$ cat config.mk
export PLATFORM = sky130hd
export DESIGN_NAME = sys_bus
export DESIGN_NICKNAME = d
export VERILOG_FILES = /design/src/soc_pkg.sv /design/src/sys_bus.sv
export VERILOG_INCLUDE_DIRS = /design/src /design/src/src
export SDC_FILE = /design/constraint.sdc
export NUM_CORES = 1
export LEC_CHECK = 0
export BUFFER_PORTS_ARGS = -buffer_cell sky130_fd_sc_hd__buf_2
export CORE_AREA = 2 2 194 196
export DETAILED_ROUTE_END_ITERATION = 8
export DIE_AREA = 0 0 196 198
export PLACE_DENSITY_LB_ADDON = 0.3
export SETUP_SLACK_MARGIN = 0.1
export SYNTH_ARGS = -nofsm -noshare
export SYNTH_HDL_FRONTEND = slang
export SYNTH_SLANG_ARGS = --single-unit
$ cat constraint.sdc
create_clock -name clk -period 1.1 [get_ports clk]
set_clock_uncertainty 0.1 [all_clocks]
set_input_delay 0.055 -clock clk [delete_from_list [all_inputs] [get_ports clk]]
set_output_delay 0.055 -clock clk [all_outputs]
set_load 0.03 [all_outputs]
$ cat src/soc_config.svh
// --------------------------------------------------
// fixed widths and address map; the region code is
// compared against address bits 31:28 only
// --------------------------------------------------
`ifndef SOC_CONFIG_SVH
`define SOC_CONFIG_SVH

// data and address width
`define SOC_XLEN        32

// data RAM depth in words and its word index width
`define SOC_RAM_WORDS   256
`define SOC_RAM_AW      8

// number of GPIO pins, two mode bits each
`define SOC_GPIO_PINS   16

// --------------------------------------------------
// region codes, address bits 31:28
// --------------------------------------------------
`define SOC_RAM_BASE    4'h1
`define SOC_TIMER_BASE  4'h2
`define SOC_GPIO_BASE   4'h3

`endif

$ cat src/soc_pkg.sv
// --------------------------------------------------
// bus structs and register offset encodings
// --------------------------------------------------
`include "soc_config.svh"

package soc_pkg;

    // master request, held stable while req is high
    typedef struct packed {
        logic                 req;
        logic                 we;
        logic [`SOC_XLEN-1:0] addr;
        logic [`SOC_XLEN-1:0] wdata;
    } bus_req_t;

    // rvalid pulses one cycle with the read word
    typedef struct packed {
        logic                 rvalid;
        logic [`SOC_XLEN-1:0] rdata;
    } bus_rsp_t;

    // request as one slave sees it, sel already decoded
    typedef struct packed {
        logic                 sel;
        logic                 we;
        logic [`SOC_XLEN-1:0] addr;
        logic [`SOC_XLEN-1:0] wdata;
    } slv_req_t;

    typedef enum logic [1:0] {
        SLV_RAM,
        SLV_TIMER,
        SLV_GPIO,
        SLV_NONE
    } slave_e;

    // timer offsets, address bits 3:2
    typedef enum logic [1:0] {
        TMR_CTRL  = 2'd0,
        TMR_COUNT = 2'd1,
        TMR_VALUE = 2'd2
    } timer_reg_e;

    // gpio offsets, address bits 3:2
    typedef enum logic [1:0] {
        GPIO_CTRL = 2'd0,
        GPIO_DATA = 2'd1
    } gpio_reg_e;

endpackage

$ cat src/sys_bus.sv
// --------------------------------------------------
// debug port always wins; core is held meanwhile
// slaves must answer reads exactly one cycle later
// --------------------------------------------------
`timescale 1ns/1ns
`include "soc_config.svh"

module sys_bus (
    input  logic                 clk,
    input  logic                 rst_n_i,
    input  soc_pkg::bus_req_t    core_req_i,
    input  soc_pkg::bus_req_t    dbg_req_i,
    output soc_pkg::bus_rsp_t    core_rsp_o,
    output soc_pkg::bus_rsp_t    dbg_rsp_o,
    output logic                 core_hold_o,
    output soc_pkg::slv_req_t    ram_req_o,
    output soc_pkg::slv_req_t    timer_req_o,
    output soc_pkg::slv_req_t    gpio_req_o,
    input  logic [`SOC_XLEN-1:0] ram_rdata_i,
    input  logic [`SOC_XLEN-1:0] timer_rdata_i,
    input  logic [`SOC_XLEN-1:0] gpio_rdata_i
);
    import soc_pkg::*;

    bus_req_t             grant_req;
    logic                 grant_dbg;
    slave_e               target;
    logic                 rd_valid_q;
    logic                 rd_dbg_q;
    slave_e               rd_target_q;
    logic [`SOC_XLEN-1:0] rd_word;

    // build the request seen by one slave
    function automatic slv_req_t to_slave(bus_req_t req, logic hit);
        slv_req_t s;
        s.sel   = req.req && hit;
        s.we    = req.we;
        s.addr  = req.addr;
        s.wdata = req.wdata;
        return s;
    endfunction

    // --------------------------------------------------
    // arbitration and decode
    // --------------------------------------------------
    assign grant_dbg   = dbg_req_i.req;
    assign grant_req   = grant_dbg ? dbg_req_i : core_req_i;
    assign core_hold_o = dbg_req_i.req;

    always_comb begin
        case (grant_req.addr[`SOC_XLEN-1:`SOC_XLEN-4])
            `SOC_RAM_BASE:   target = SLV_RAM;
            `SOC_TIMER_BASE: target = SLV_TIMER;
            `SOC_GPIO_BASE:  target = SLV_GPIO;
            default:         target = SLV_NONE;
        endcase
    end

    // unmapped writes simply get no sel
    assign ram_req_o   = to_slave(grant_req, target == SLV_RAM);
    assign timer_req_o = to_slave(grant_req, target == SLV_TIMER);
    assign gpio_req_o  = to_slave(grant_req, target == SLV_GPIO);

    // --------------------------------------------------
    // read return routing
    // --------------------------------------------------
    always_ff @(posedge clk) begin
        if (!rst_n_i) begin
            rd_valid_q  <= 1'b0;
            rd_dbg_q    <= 1'b0;
            rd_target_q <= SLV_NONE;
        end else begin
            rd_valid_q  <= grant_req.req && !grant_req.we;
            rd_dbg_q    <= grant_dbg;
            rd_target_q <= target;
        end
    end

    always_comb begin
        case (rd_target_q)
            SLV_RAM:   rd_word = ram_rdata_i;
            SLV_TIMER: rd_word = timer_rdata_i;
            SLV_GPIO:  rd_word = gpio_rdata_i;
            default:   rd_word = '0;
        endcase
    end

    // both masters see the word, only the winner gets rvalid
    assign core_rsp_o = '{rvalid: rd_valid_q && !rd_dbg_q, rdata: rd_word};
    assign dbg_rsp_o  = '{rvalid: rd_valid_q && rd_dbg_q, rdata: rd_word};

endmodule

==> results of run 1 <==
==> sequential cells by signal (all words and copies together) (netlist names) <==
name / count
rd_dbg_q: 1
rd_target_q: 2
rd_valid_q: 1
==> cell type report <==
class,instances,area share (%)
timing repair buffer,548,60.27
multi-input combinational,178,30.09
tap,474,7.417
sequential,4,1.127
clock buffer,4,0.9858
antenna,2,0.06259
inverter,1,0.04694
==> critical path: cells and delay by family, from the launching register on <==
kind | cells | cell delay [ns]
flip-flops | 1 | 0.39
buffers and inverters | 3 | 0.44
multiplexers | 1 | 0.19
AO/OA/AOI/OAI | 1 | 0.17
==> final timing paths <==
check,endpoint,depth (start not counted)
max,core_rsp_o[27],5
min,rd_valid_q,4
==> cell usage after synthesis, types with 2 or more instances <==
library cell,count
and2_1,2
buf_2,9
buf_4,166
buf_6,4
clkbuf_1,3
dfxtp_1,4
mux2_2,62
mux2_4,2
mux2i_1,32
nand2_1,32
nand3b_1,2
nor2_1,2
nor2b_1,2
nor3_1,2
o21ai_0,27
o21ai_1,5
==> kinds of logic (layout without fill, tap and decap cells) <==
kind of cell	Yosys count	count (layout)
AOI/OAI and AO/OA	34	34
xor gates and xnor gates	1	1
buffers and inverters	183	553
DFF	4	4
muxes	97	97
other	0	2
and+or+nand+nor	46	46
==> what timing repair did <==
action | 4_1_cts | 5_1_grt
setup buffers | 20 | 5
resized for setup | 525 | 64
endpoints found under the hold margin | 1 | 0
pin swaps | 15 | 6
gates cloned | 10 | 0
hold buffers | 1 | 0
endpoints found under the setup margin | 266 | 265
==> per-layer routing <==
metal | routed length, µm | vias up | track usage, %
met5 | 26 | - | 0
met3 | 1621 | 14 | 1.993
met4 | 378 | 4 | 2.301
met1 | 6616 | 1785 | 8.983
met2 | 10390 | 287 | 17.71
li1 | - | 1811 | -
==> power groups by stage <==
stage	registers (mW)	clock network (mW)	logic, mW
3_3_place_gp	0.160	0	3.60
2_1_floorplan	0.159	0	3.25
6_report	0.163	0.587	4.83
5_1_grt	0.164	0.627	5.03
3_5_place_dp	0.161	0	3.60
4_1_cts	0.162	0.599	4.83
==> results by stage, run 1 <==
Critical path:
- The category of the critical setup timing path is reg -> out.
- In this design, the stage delay of the slowest critical-path cell is 0.39 ns.
- The endpoint kind of the worst setup timing path is an output port.
- Data on the critical path is required at its endpoint by 0.94 ns.
- The slowest stage cell on the critical path is dfxtp_4.
- Along the worst path, the maximum fanout reaches 6.
- The type of element launching the critical path is a flop.
- Tracing the worst setup path back leads to its startpoint at rd_target_q[1].
- The data arrival at the endpoint of the critical path is 1.42 ns.
- The signal on the critical path passes through buf_12 -> buf_16 -> mux2i_4 -> o21ai_4 -> buf_6.

CTS:
- No sink is reached through more buffers than the 2 on the longest clock path.
- The number of sinks handled by clock tree synthesis is 4.
- The TritonCTS clock tree is done.
- The clock transition at the registers of the reported paths is around 0.030 ns.
- In this run the number of H-tree levels came out at 1.
- CTS placed an instance of clkbuf_16 at the clock tree root.
- The number of buffers created by CTS is 3.

Die:
- Row generation in the floorplan step produced 71 rows.
- The initial cell density of the core is 7.865%.
- The number of top-level pins is around 500.
- The die boundary height is 198 µm.
- The core area is ~0.037 mm².
- The floorplan step defined a die boundary enclosing 0.03881 mm².
- The die is 196 µm wide.

Synthesis:
- The synthesized design contains 0 enable-type register cells.
- The number of different library cells in the post-synthesis netlist is 25.
- Yosys attributes the largest share of cell area to buf_4 43%, mux2_2 24%, mux2i_1 11%.
- For this run, the leading register cell type out of synthesis is dfxtp_1.
- The sequential area share after synthesis is 2.755%.
- For this run, the number of Yosys warnings is 0.
- Summing the areas of all xor and xnor instances in the mapped netlist gives 0.3013% of the synthesized area.
- After synthesis, the mean cell area works out to 7.963 µm².
- Summing the areas of all compound-gate instances in the mapped netlist gives 5.984% of the synthesized area.
- The top cell type by area accounts for 42.88% of the synthesized area.
- The adder and majority cell fraction of the synthesized area is 0%.
- After synthesis the netlist holds a flip-flop and latch count of 4.
- The combinational family with the most area after synthesis is buffers and inverters.
- After synthesis the cells add up to around 0.0029 mm².
- The fraction of synthesis flops using an asynchronous set or reset pin is 0%.
- The cell count after synthesis is 365.
- The synthesized netlist devotes 7.619% of its cell area to simple gates.
- Of the post-synthesis cell area, the part taken by muxes is 36.85%.
- The number of nets in the synthesized netlist is 595.
- Of all cell types, the one taking the most synthesized area is buf_4.

Finish:
- The most common cell after layout, fill and taps aside is buf_6.
- The library cells used most frequently in the layout, excluding fill and tap cells, are 250 x buf_6, 242 x buf_2, 64 x mux2_4, 30 x nand2_1, 30 x o21ai_4.
- The area occupied by multi-input gates is 0.002406 mm².
- Compared with the post-synthesis result, the final layout area differs by 175.1%.
- The final layout net count is 966.
- The number of standard cells in the layout, taps in and fillers out is 1,211.
- The area used by sequential logic in the layout is 90.09 µm².
- Of the cells placed in the final design, the portion with a size suffix greater than 1 is between 90% and 100%.
- The final standard cell utilization of the core is 21.64%.
- The layout has 3,974 filler cells.
- Once layout is done, the placed cells without fillers occupy between 0.007 and 0.008 mm².

STA:
- The setup TNS after final layout is -32.04 ns.
- At the pin with the least slew margin, the transition time is between 0.3 and 0.4 ns.
- The post-layout worst setup margin is -0.4785 ns.
- The max-slew violation total from the final report came to 0.
- Setup repair after global routing could not meet its margin everywhere.
- The fraction of the cycle the final worst path needs is 143.5%.
- The number of failing hold endpoints at the final stage is 0.
- The timing-limited maximum frequency is between 600 and 700 MHz.
- Setup violations remaining at the end of the flow were counted as ~120.
- Measured against its own limit, the worst slew margin works out to between 70% and 80%.
- The final critical delay including setup and external delays is 1.578 ns.
- Hold timing on the final database bottoms out at a slack of 0.1771 ns.

Routing:
- The count of antenna-violating nets left after detailed routing is 0.
- Dividing the detail-routed wire length by the instance count gives approximately 16 µm.
- The first detailed-routing pass ran for 4 iterations.
- The routed wire length is 19,030 µm.
- After detailed routing, the number of vias per cell comes to 3.221.
- The number of remaining DRC errors is 0.
- For this block, the via count after detailed routing is 3,901.
- The number of design-rule violations left by the first detailed-router iteration is 43.

Placed design:
- The number of cells in the design after placement is about 1,200.
- The final HPWL from detailed placement is 14,590 µm.
- Timing analysis after detailed placement gives a worst setup slack of -0.3743 ns.
- The area of placed instances is roughly 0.0056 mm².
- Port buffering added about 500 buffers.
- The congestion estimate from routability-driven global placement came to 0.7093.

Hold path:
- The path class of the tightest hold or removal check is in -> reg.
- The worst hold path begins at dbg_req_i[64].

Power:
- In this run the power spent charging and discharging nets is 2.693 mW.
- The worst-case IR drop observed on VDD is 353.4 µV.
- Sequential cells burn between 2 and 3% of the power.
- The analysis attributes to cell leakage a power of a little under 4 nW.
- For this design the ratio of total power to cell area is 697.5 mW/mm².
- Overall power consumption after layout is estimated at 5.577 mW.
- Combinational logic burns 86.6% of the power.
- The clock power share is about a tenth.
- The cell internal power dissipation is 2.885 mW.
- The switching share of power is 48.28%.

Flow run:
- The max capacitance violation total is 0.

Global route:
- The total overflow reported by the global router is 0.
- The number of global-route vias before repair is between 4,000 and 5,000.
- The number of antenna violations at the first check in global routing is 4.
- The total global routing track utilization is 8.778%.
- The first global-routing pass estimated 25,150 µm of wire.
- Entering global routing, the biggest net connects 33 pins.

Status:
- The final reports fail on negative setup slack.
- The run finished, with violations left.
No activity file was read; power rests on OpenSTA's default activity.
==> run 2, diff against run 1 <==
CORE_AREA = 2 2 193 195   (was 2 2 194 196)
DIE_AREA = 0 0 195 197   (was 0 0 196 198)
clock period = 1.55 ns   (was 1.1 ns; I/O delays follow)
==> run 2 against run 1 <==
  * Clock power shrank 33%
  * Via count down 1.4%
  * Largest power group unchanged
  * Sequential share of layout area is 0.35 points higher
  * Final cell count fell by 2.3%
  * Worst setup slack gained 0.39 ns
  * Sequential power down 29%
  * Design area fell by 28%
  * Die area decreased by 1.0%
  * Routed wire length decreased by 5.1%
  * Critical path type unchanged
  * Combinational power down 47%
  * Clock-buffer cell count down 1
  * Critical path depth did not move
  * The run still ends with negative setup slack left
==> results by stage, run 2 (same netlist as run 1, synthesis figures left out) <==
Finish:
- The number of standard cells in the layout, taps in and fillers out came to 1,183 (-2.3%).
- The flip-flop count of the largest register, all copies and words added is 2 (unchanged).
- The ratio of cells with drive above 1 in the final layout is 91.85% (-3.0 points).
- The final layout net count is 944 (-2.3%).
- The largest registers in the layout are rd_target_q (2), rd_dbg_q (1), rd_valid_q (1).
- The area growth from synthesis to layout is 98.19%.
- The total non-filler cell area in the finished layout came to 0.005761 mm² (-28%).
- Leaving out fill and tap cells, the most frequent cell in the layout is buf_2.
- In the layout the commonest cells are 429 x buf_2, 62 x mux2_2, 58 x buf_6, 32 x o21ai_2, 29 x nand2_1.
- The register name with the most flops is rd_target_q.

Critical path:
- The worst setup path is of the reg -> out kind.
- The data arrival at the endpoint of the critical path is 1.46 ns (+0.04 ns).
- The required time reported for the critical path endpoint is 1.37 ns (+0.43 ns).
- The critical path goes through buf_12 -> buf_16 -> mux2i_4 -> o21ai_2 -> buf_4.
- The worst path buffer plus inverter count was 3 (unchanged).
- The cell family contributing the most delay on the critical path is buffers and inverters.
- On the critical path, the stage with the largest delay is an instance of dfxtp_4.
- The type of element launching the critical path is a flop.
- STA classifies the critical path endpoint as an output port.
- The highest cell delay on the worst timing path is 0.38 ns (about the same).
- The maximum fanout along the worst path was 6 (unchanged).

Placed design:
- The number of cells in the design after placement is 1,166 (-1.0%).
- The area of placed instances is 0.004975 mm² (-12%).
- The quantity of I/O buffers inserted on ports is 494 (unchanged).
- The final weighted congestion in routability-driven placement is 0.8281 (+17%).
- The pre-CTS worst setup slack is 0.1399 ns (+0.5142 ns).
- The final HPWL from detailed placement is 15,420 µm (+5.7%).

STA:
- The max-slew violation total from the final report came to 0 (unchanged).
- The smallest clock period supported by the final layout is computed as 1.636 ns.
- The normalized max-slew margin was 78.59% (-0.40 points).
- The worst-margin pin slew came to 0.3144 ns (-0.0006741 ns).
- Static timing analysis puts the maximum clock frequency at 611.2 MHz.
- The number of setup violations in the final report was 58 (-50%).
- The number of failing hold endpoints at the final stage is 0 (unchanged).
- The setup TNS after final layout was -2.275 ns (+29.77 ns).
- The fraction of the cycle the final worst path needs is 105.6%.
- The post-layout worst setup margin is -0.08615 ns (+0.3923 ns).
- Setup repair after global routing could not meet its margin everywhere.

CTS:
- The number of sinks handled by clock tree synthesis is 4 (unchanged).
- The buffer type at the clock tree root is clkbuf_16.
- The deepest level of the CTS H-tree came to 1 (unchanged).
- The TritonCTS clock tree is done.
- The maximum root-to-sink buffer count came to 2 (unchanged).
- The clock transition at the registers of the reported paths is 0.03 ns (about the same).
- The number of buffers created by CTS came to 3 (unchanged).

Power:
- The power per unit of standard cell area is 529.6 mW/mm² (-24%).
- The highest ir drop seen on vdd was 303.6 µV (-14%).
- The leakage component of the power is 3.075 nW (-22%).
- The overall power of the completed layout is 3.051 mW (-45%).

Routing:
- The average routed wire per standard cell was 15.27 µm (-2.8%).
- The count of antenna-violating nets left after detailed routing is 0 (unchanged).
- The routed wire length is 18,060 µm (-5.1%).
- The number of remaining DRC errors came to 0 (unchanged).
- The total iterations of the first detailed-routing run is 4 (unchanged).
- The total via count in the routed design is 3,846 (-1.4%).
- The number of design-rule violations left by the first detailed-router iteration came to 91 (+110%).
- The ratio of routed vias to standard cells came to 3.251 (+0.92%).

Die:
- The area of the die is 0.03842 mm² (-1.0%).
- The number of top-level pins came to 495 (unchanged).
- The die boundary height is 197 µm (-0.51%).
- The initial cell density of the core is 8.016% (+0.15 points).
- The core area came to 0.03626 mm² (-1.9%).
- The cell row count is 70 (-1.4%).
- The width of the die came to 195 µm (-0.51%).

Status:
- The checks that failed: negative setup slack.
- The run finished, with violations left.

Global route:
- The maximum number of pins on one net before global-route repair is 33 (unchanged).
- The number of global-route vias before repair is 3,650 (-11%).
- The total global routing track utilization is 8.143% (-0.64 points).
- The number of antenna violations at the first check in global routing is 3 (-1).
- The total overflow reported by the global router is 0 (unchanged).
- The wire length of the first global-routing pass was 23,060 µm (-8.3%).

Flow run:
- The max capacitance violation total is 0 (unchanged).

Hold path:
- The worst hold path belongs to the class in -> reg.
==> run 2: worst paths after layout <==
check	depth (start not counted)	slack [ns]	endpoint	from
worst max-delay path	5	-0.09	dbg_rsp_o[8]	rd_target_q[1]
worst min-delay path	3	0.10	rd_valid_q	dbg_req_i[64]
==> run 2: timing repair <==
item / in CTS / in global routing
endpoints found under the hold margin: 1 / 0
pin swaps: 7 / 9
setup buffers: 2 / 3
hold buffers: 1 / 0
cloned: 3 / 2
endpoints found under the setup margin: 64 / 64
resized for setup: 96 / 63
==> run 2: routing by layer <==
metal / up-vias / part of all wire, % / track usage (%)
met1: 1753 / 35 / 8.559
met5: - / 0 / 0
li1: 1762 / - / -
met3: 36 / 8.0 / 1.848
met2: 295 / 51 / 14.95
met4: 0 / 5.6 / 4.665
==> run 2: through the flow <==
step | util, % | hold WS, ns
after floorplan | - | 0.06112
after global placement | 13.72 | 0.2163
after detailed placement | 13.72 | 0.2227
after CTS | 15.01 | 0.1008
after global routing | 15.89 | 0.1065
final | 15.89 | 0.1002
==> run 2: area by class of cell <==
class | instances | area, µm²
fillers | 4159 | 30500
repair buffers | 526 | 3298
multi-input cells | 178 | 1705
well taps | 468 | 585.6
flip-flops and latches | 4 | 85.08
clock buffers | 3 | 75.07
diodes | 3 | 7.507
inverters | 1 | 3.754
==> run 2: report_power, final <==
part	leakage [nW]	internal [mW]	switching (mW)	total (mW)
Combinational	3.01	0.905	1.64	2.54
Sequential	0.0325	0.108	0.00750	0.116
Clock	0.0370	0.329	0.0655	0.394
Total	3.07	1.34	1.71	3.05
==> run 3, diff against run 2 <==
PLACE_DENSITY = 0.3   (was default)
PLACE_DENSITY_LB_ADDON = default   (was 0.3)
==> run 3 against run 2 <==
  * The run ends with negative hold slack, negative setup slack left
  * Worst setup slack better by 0.042 ns
  * Clock-buffer cell count did not move
  * Total power down 3.3%
  * Design area shrank 5.7%
  * Critical endpoint is now core_rsp_o[29]
  * Largest cell class unchanged
  * Non-clock buffer count decreased by 15
  * Sequential share of layout area up 0.089 points
  * First-iteration DRC count fell by 53%
==> results by stage, run 3 (same netlist as run 1, synthesis figures left out) <==
Finish:
- The number of filler instances in the final layout is 4,183 (+0.58%).
- rd_target_q holds more flip-flops than any other register.
- The area occupied by multi-input gates is 0.001669 mm² (-2.1%).
- The number of standard cells in the layout, taps in and fillers out came to 1,165 (-1.5%).
- The area used by sequential logic in the layout is 85.08 µm² (unchanged).
- The ratio of cells with drive above 1 in the final layout came to 90.67% (-1.2 points).
- The library cell used most frequently in the layout, excluding fill and tap cells, is buf_2.
- The antenna diode count is 0 (-3).
- The final layout net count came to 929 (-1.6%).
- The largest registers in the layout are rd_target_q (2), rd_dbg_q (1), rd_valid_q (1).
- Leaving out fill and tap cells, the most frequent cells in the layout are 431 x buf_2, 62 x mux2_2, 43 x buf_6, 32 x nand2_1.
- The flip-flop count of the largest register, all copies and words added is 2 (unchanged).
- The total non-filler cell area in the finished layout came to 0.005433 mm² (-5.7%).
- The area growth from synthesis to layout is 86.91%.

Critical path:
- The capturing element of the worst setup path is core_rsp_o[29].
- Traced cell by cell, the critical path runs through buf_12 -> buf_4 -> mux2i_1 -> o21ai_2 -> buf_6.
- In this run the worst setup path begins at rd_target_q[1].
- The maximum fanout along the worst path was 6 (unchanged).
- The number of stages on the worst setup path is 5 (unchanged).
- The required time reported for the critical path endpoint is 1.37 ns (about the same).
- The largest individual stage delay along the critical path comes from the cell dfxtp_4.
- The worst path buffer plus inverter count is 3 (unchanged).
- The highest cell delay on the worst timing path was 0.42 ns (+0.04 ns).
- On the critical path the largest part of the delay comes from buffers and inverters.
- The type of element launching the critical path is a flop.
- The data arrival at the endpoint of the critical path is 1.42 ns (-0.04 ns).
- The category of the critical setup timing path is reg -> out.
- The worst setup path is captured at an output port.

Global route:
- The wire length of the first global-routing pass is 22,710 µm (-1.5%).
- The maximum number of pins on one net before global-route repair was 33 (unchanged).
- The total global routing track utilization is 8.023% (-0.12 points).
- The number of global-route vias before repair is 3,445 (-5.6%).
- The total overflow reported by the global router is 0 (unchanged).
- The number of antenna violations at the first check in global routing came to 2 (-1).

CTS:
- The cts-stage hold buffer count is 0 (-1).
- The clock transition at the registers of the reported paths is 0.03 ns (about the same).
- The maximum root-to-sink buffer count was 2 (unchanged).
- The number of sinks handled by clock tree synthesis is 4 (unchanged).
- The number of buffers created by CTS was 3 (unchanged).
- The TritonCTS clock tree is done.
- CTS placed an instance of clkbuf_16 at the clock tree root.
- The deepest level of the CTS H-tree is 1 (unchanged).

STA:
- The max-slew violation total from the final report is 0 (unchanged).
- Setup repair after global routing could not meet its margin everywhere.
- The hold slack came to -0.007647 ns (-0.1078 ns).
- The normalized max-slew margin is 71.53% (-7.1 points).
- The timing-limited maximum frequency is 627.4 MHz (+2.6%).
- The number of setup violations in the final report is 28 (-52%).
- The post-layout worst setup margin is -0.04396 ns (+0.04219 ns).
- The final critical delay including setup and external delays is 1.594 ns (-0.04219 ns).
- The setup TNS after final layout is -0.7360 ns (+1.539 ns).
- The fraction of the cycle the final worst path needs is 102.8% (-2.7 points).
- The worst-margin pin slew is 0.4271 ns (+0.1127 ns).
- The number of failing hold endpoints at the final stage is 1 (+1).

Die:
- The area of the die is 0.03842 mm² (unchanged).
- The core area is 0.03626 mm² (unchanged).
- The cell row count is 70 (unchanged).
- The width of the die is 195 µm (unchanged).
- The initial cell density of the core is 8.016% (unchanged).
- The number of top-level pins is 495 (unchanged).
- The die boundary height is 197 µm (unchanged).

Placed design:
- The final HPWL from detailed placement is 15,370 µm (-0.29%).
- The final weighted congestion in routability-driven placement was 0.7674 (-7.3%).
- The number of cells in the design after placement came to 1,157 (-0.77%).
- The area of placed instances is 0.004895 mm² (-1.6%).
- The quantity of I/O buffers inserted on ports is 494 (unchanged).

Power:
- The highest ir drop seen on vdd is 276.8 µV (-8.8%).
- The power per unit of standard cell area came to 543.3 mW/mm² (+2.6%).
- The leakage component of the power came to 2.940 nW (-4.4%).

Routing:
- The ratio of routed vias to standard cells came to 3.085 (-5.1%).
- The routed wire length is 17,300 µm (-4.2%).
- The count of antenna-violating nets left after detailed routing is 0 (unchanged).
- The total iterations of the first detailed-routing run came to 4 (unchanged).
- The total via count in the routed design is 3,594 (-6.6%).
- The average routed wire per standard cell came to 14.85 µm (-2.7%).
- The number of design-rule violations left by the first detailed-router iteration is 43 (-53%).
- The number of remaining DRC errors is 0 (unchanged).

Status:
- The flow ran to the end, but the final reports show violations.
- The checks that failed: negative hold slack, negative setup slack.

Hold path:
- The count of cells along the worst hold path is 2 (-1).
- The class of the tightest hold or removal check is in -> reg.

Flow run:
- The max capacitance violation total is 0 (unchanged).
run 3: changes by cell type in the layout (fill, tap and decap cells not counted), moves of 3 or more:
| cell | before | now |
|---|---|---|
| buf_4 | 24 | 30 |
| nand2_1 | 29 | 32 |
| mux2i_2 | 16 | 13 |
| mux2i_1 | 14 | 17 |
| buf_6 | 58 | 43 |
| diode_2 | 3 | 0 |
run 3: layout make-up:
class,instances,area share (%)
timing repair buffer,511,55.48
multi-input combinational,178,30.72
tap,468,10.78
sequential,4,1.566
clock buffer,3,1.382
inverter,1,0.06909
run 3: worst min-delay path by stage:
stage,start,slack (ns),end
floorplan,rst_n_i,0.06,rd_target_q[0]
global placement,rst_n_i,0.23,rd_target_q[0]
detailed placement,rst_n_i,0.24,rd_target_q[0]
CTS,rst_n_i,0.007,rd_target_q[0]
global route,rst_n_i,0.02,rd_target_q[0]
finish,rst_n_i,-0.008,rd_target_q[0]
run 3: power breakdown:
group	leakage [nW]	switching [mW]	total, mW	internal (mW)
Clock	0.0370	0.0714	0.401	0.329
Sequential	0.0325	0.00598	0.114	0.108
Combinational	2.87	1.59	2.44	0.845
Total	2.94	1.67	2.95	1.28
run 3: per-stage QoR:
step                hold WS [ns]  setup slack (ns)  power (mW)  utilization [%]
global placement          0.2318            0.1299       2.462            13.50
floorplan                0.06112           0.05100       1.955                -
finish                 -0.007647          -0.04396       2.951            14.98
CTS                     0.006898          -0.08325       2.959            14.74
detailed placement        0.2352            0.1189       2.451            13.50
global route             0.01972           -0.1043       3.085            14.98
run 3: per-layer routing:
metal / GRT usage [%] / vias to the layer above / share of wire, %
li1: - / 1726 / -
met1: 8.883 / 1583 / 37
met2: 15.34 / 267 / 52
met3: 2.207 / 16 / 9.0
met4: 1.414 / 2 / 1.8
met5: 0 / - / 0.092
run 3: what timing repair did:
item	4_1_cts	5_1_grt
pin swaps	6	7
setup buffers	1	3
setup endpoints to repair	64	64
gates cloned	2	0
gates resized for setup	101	26
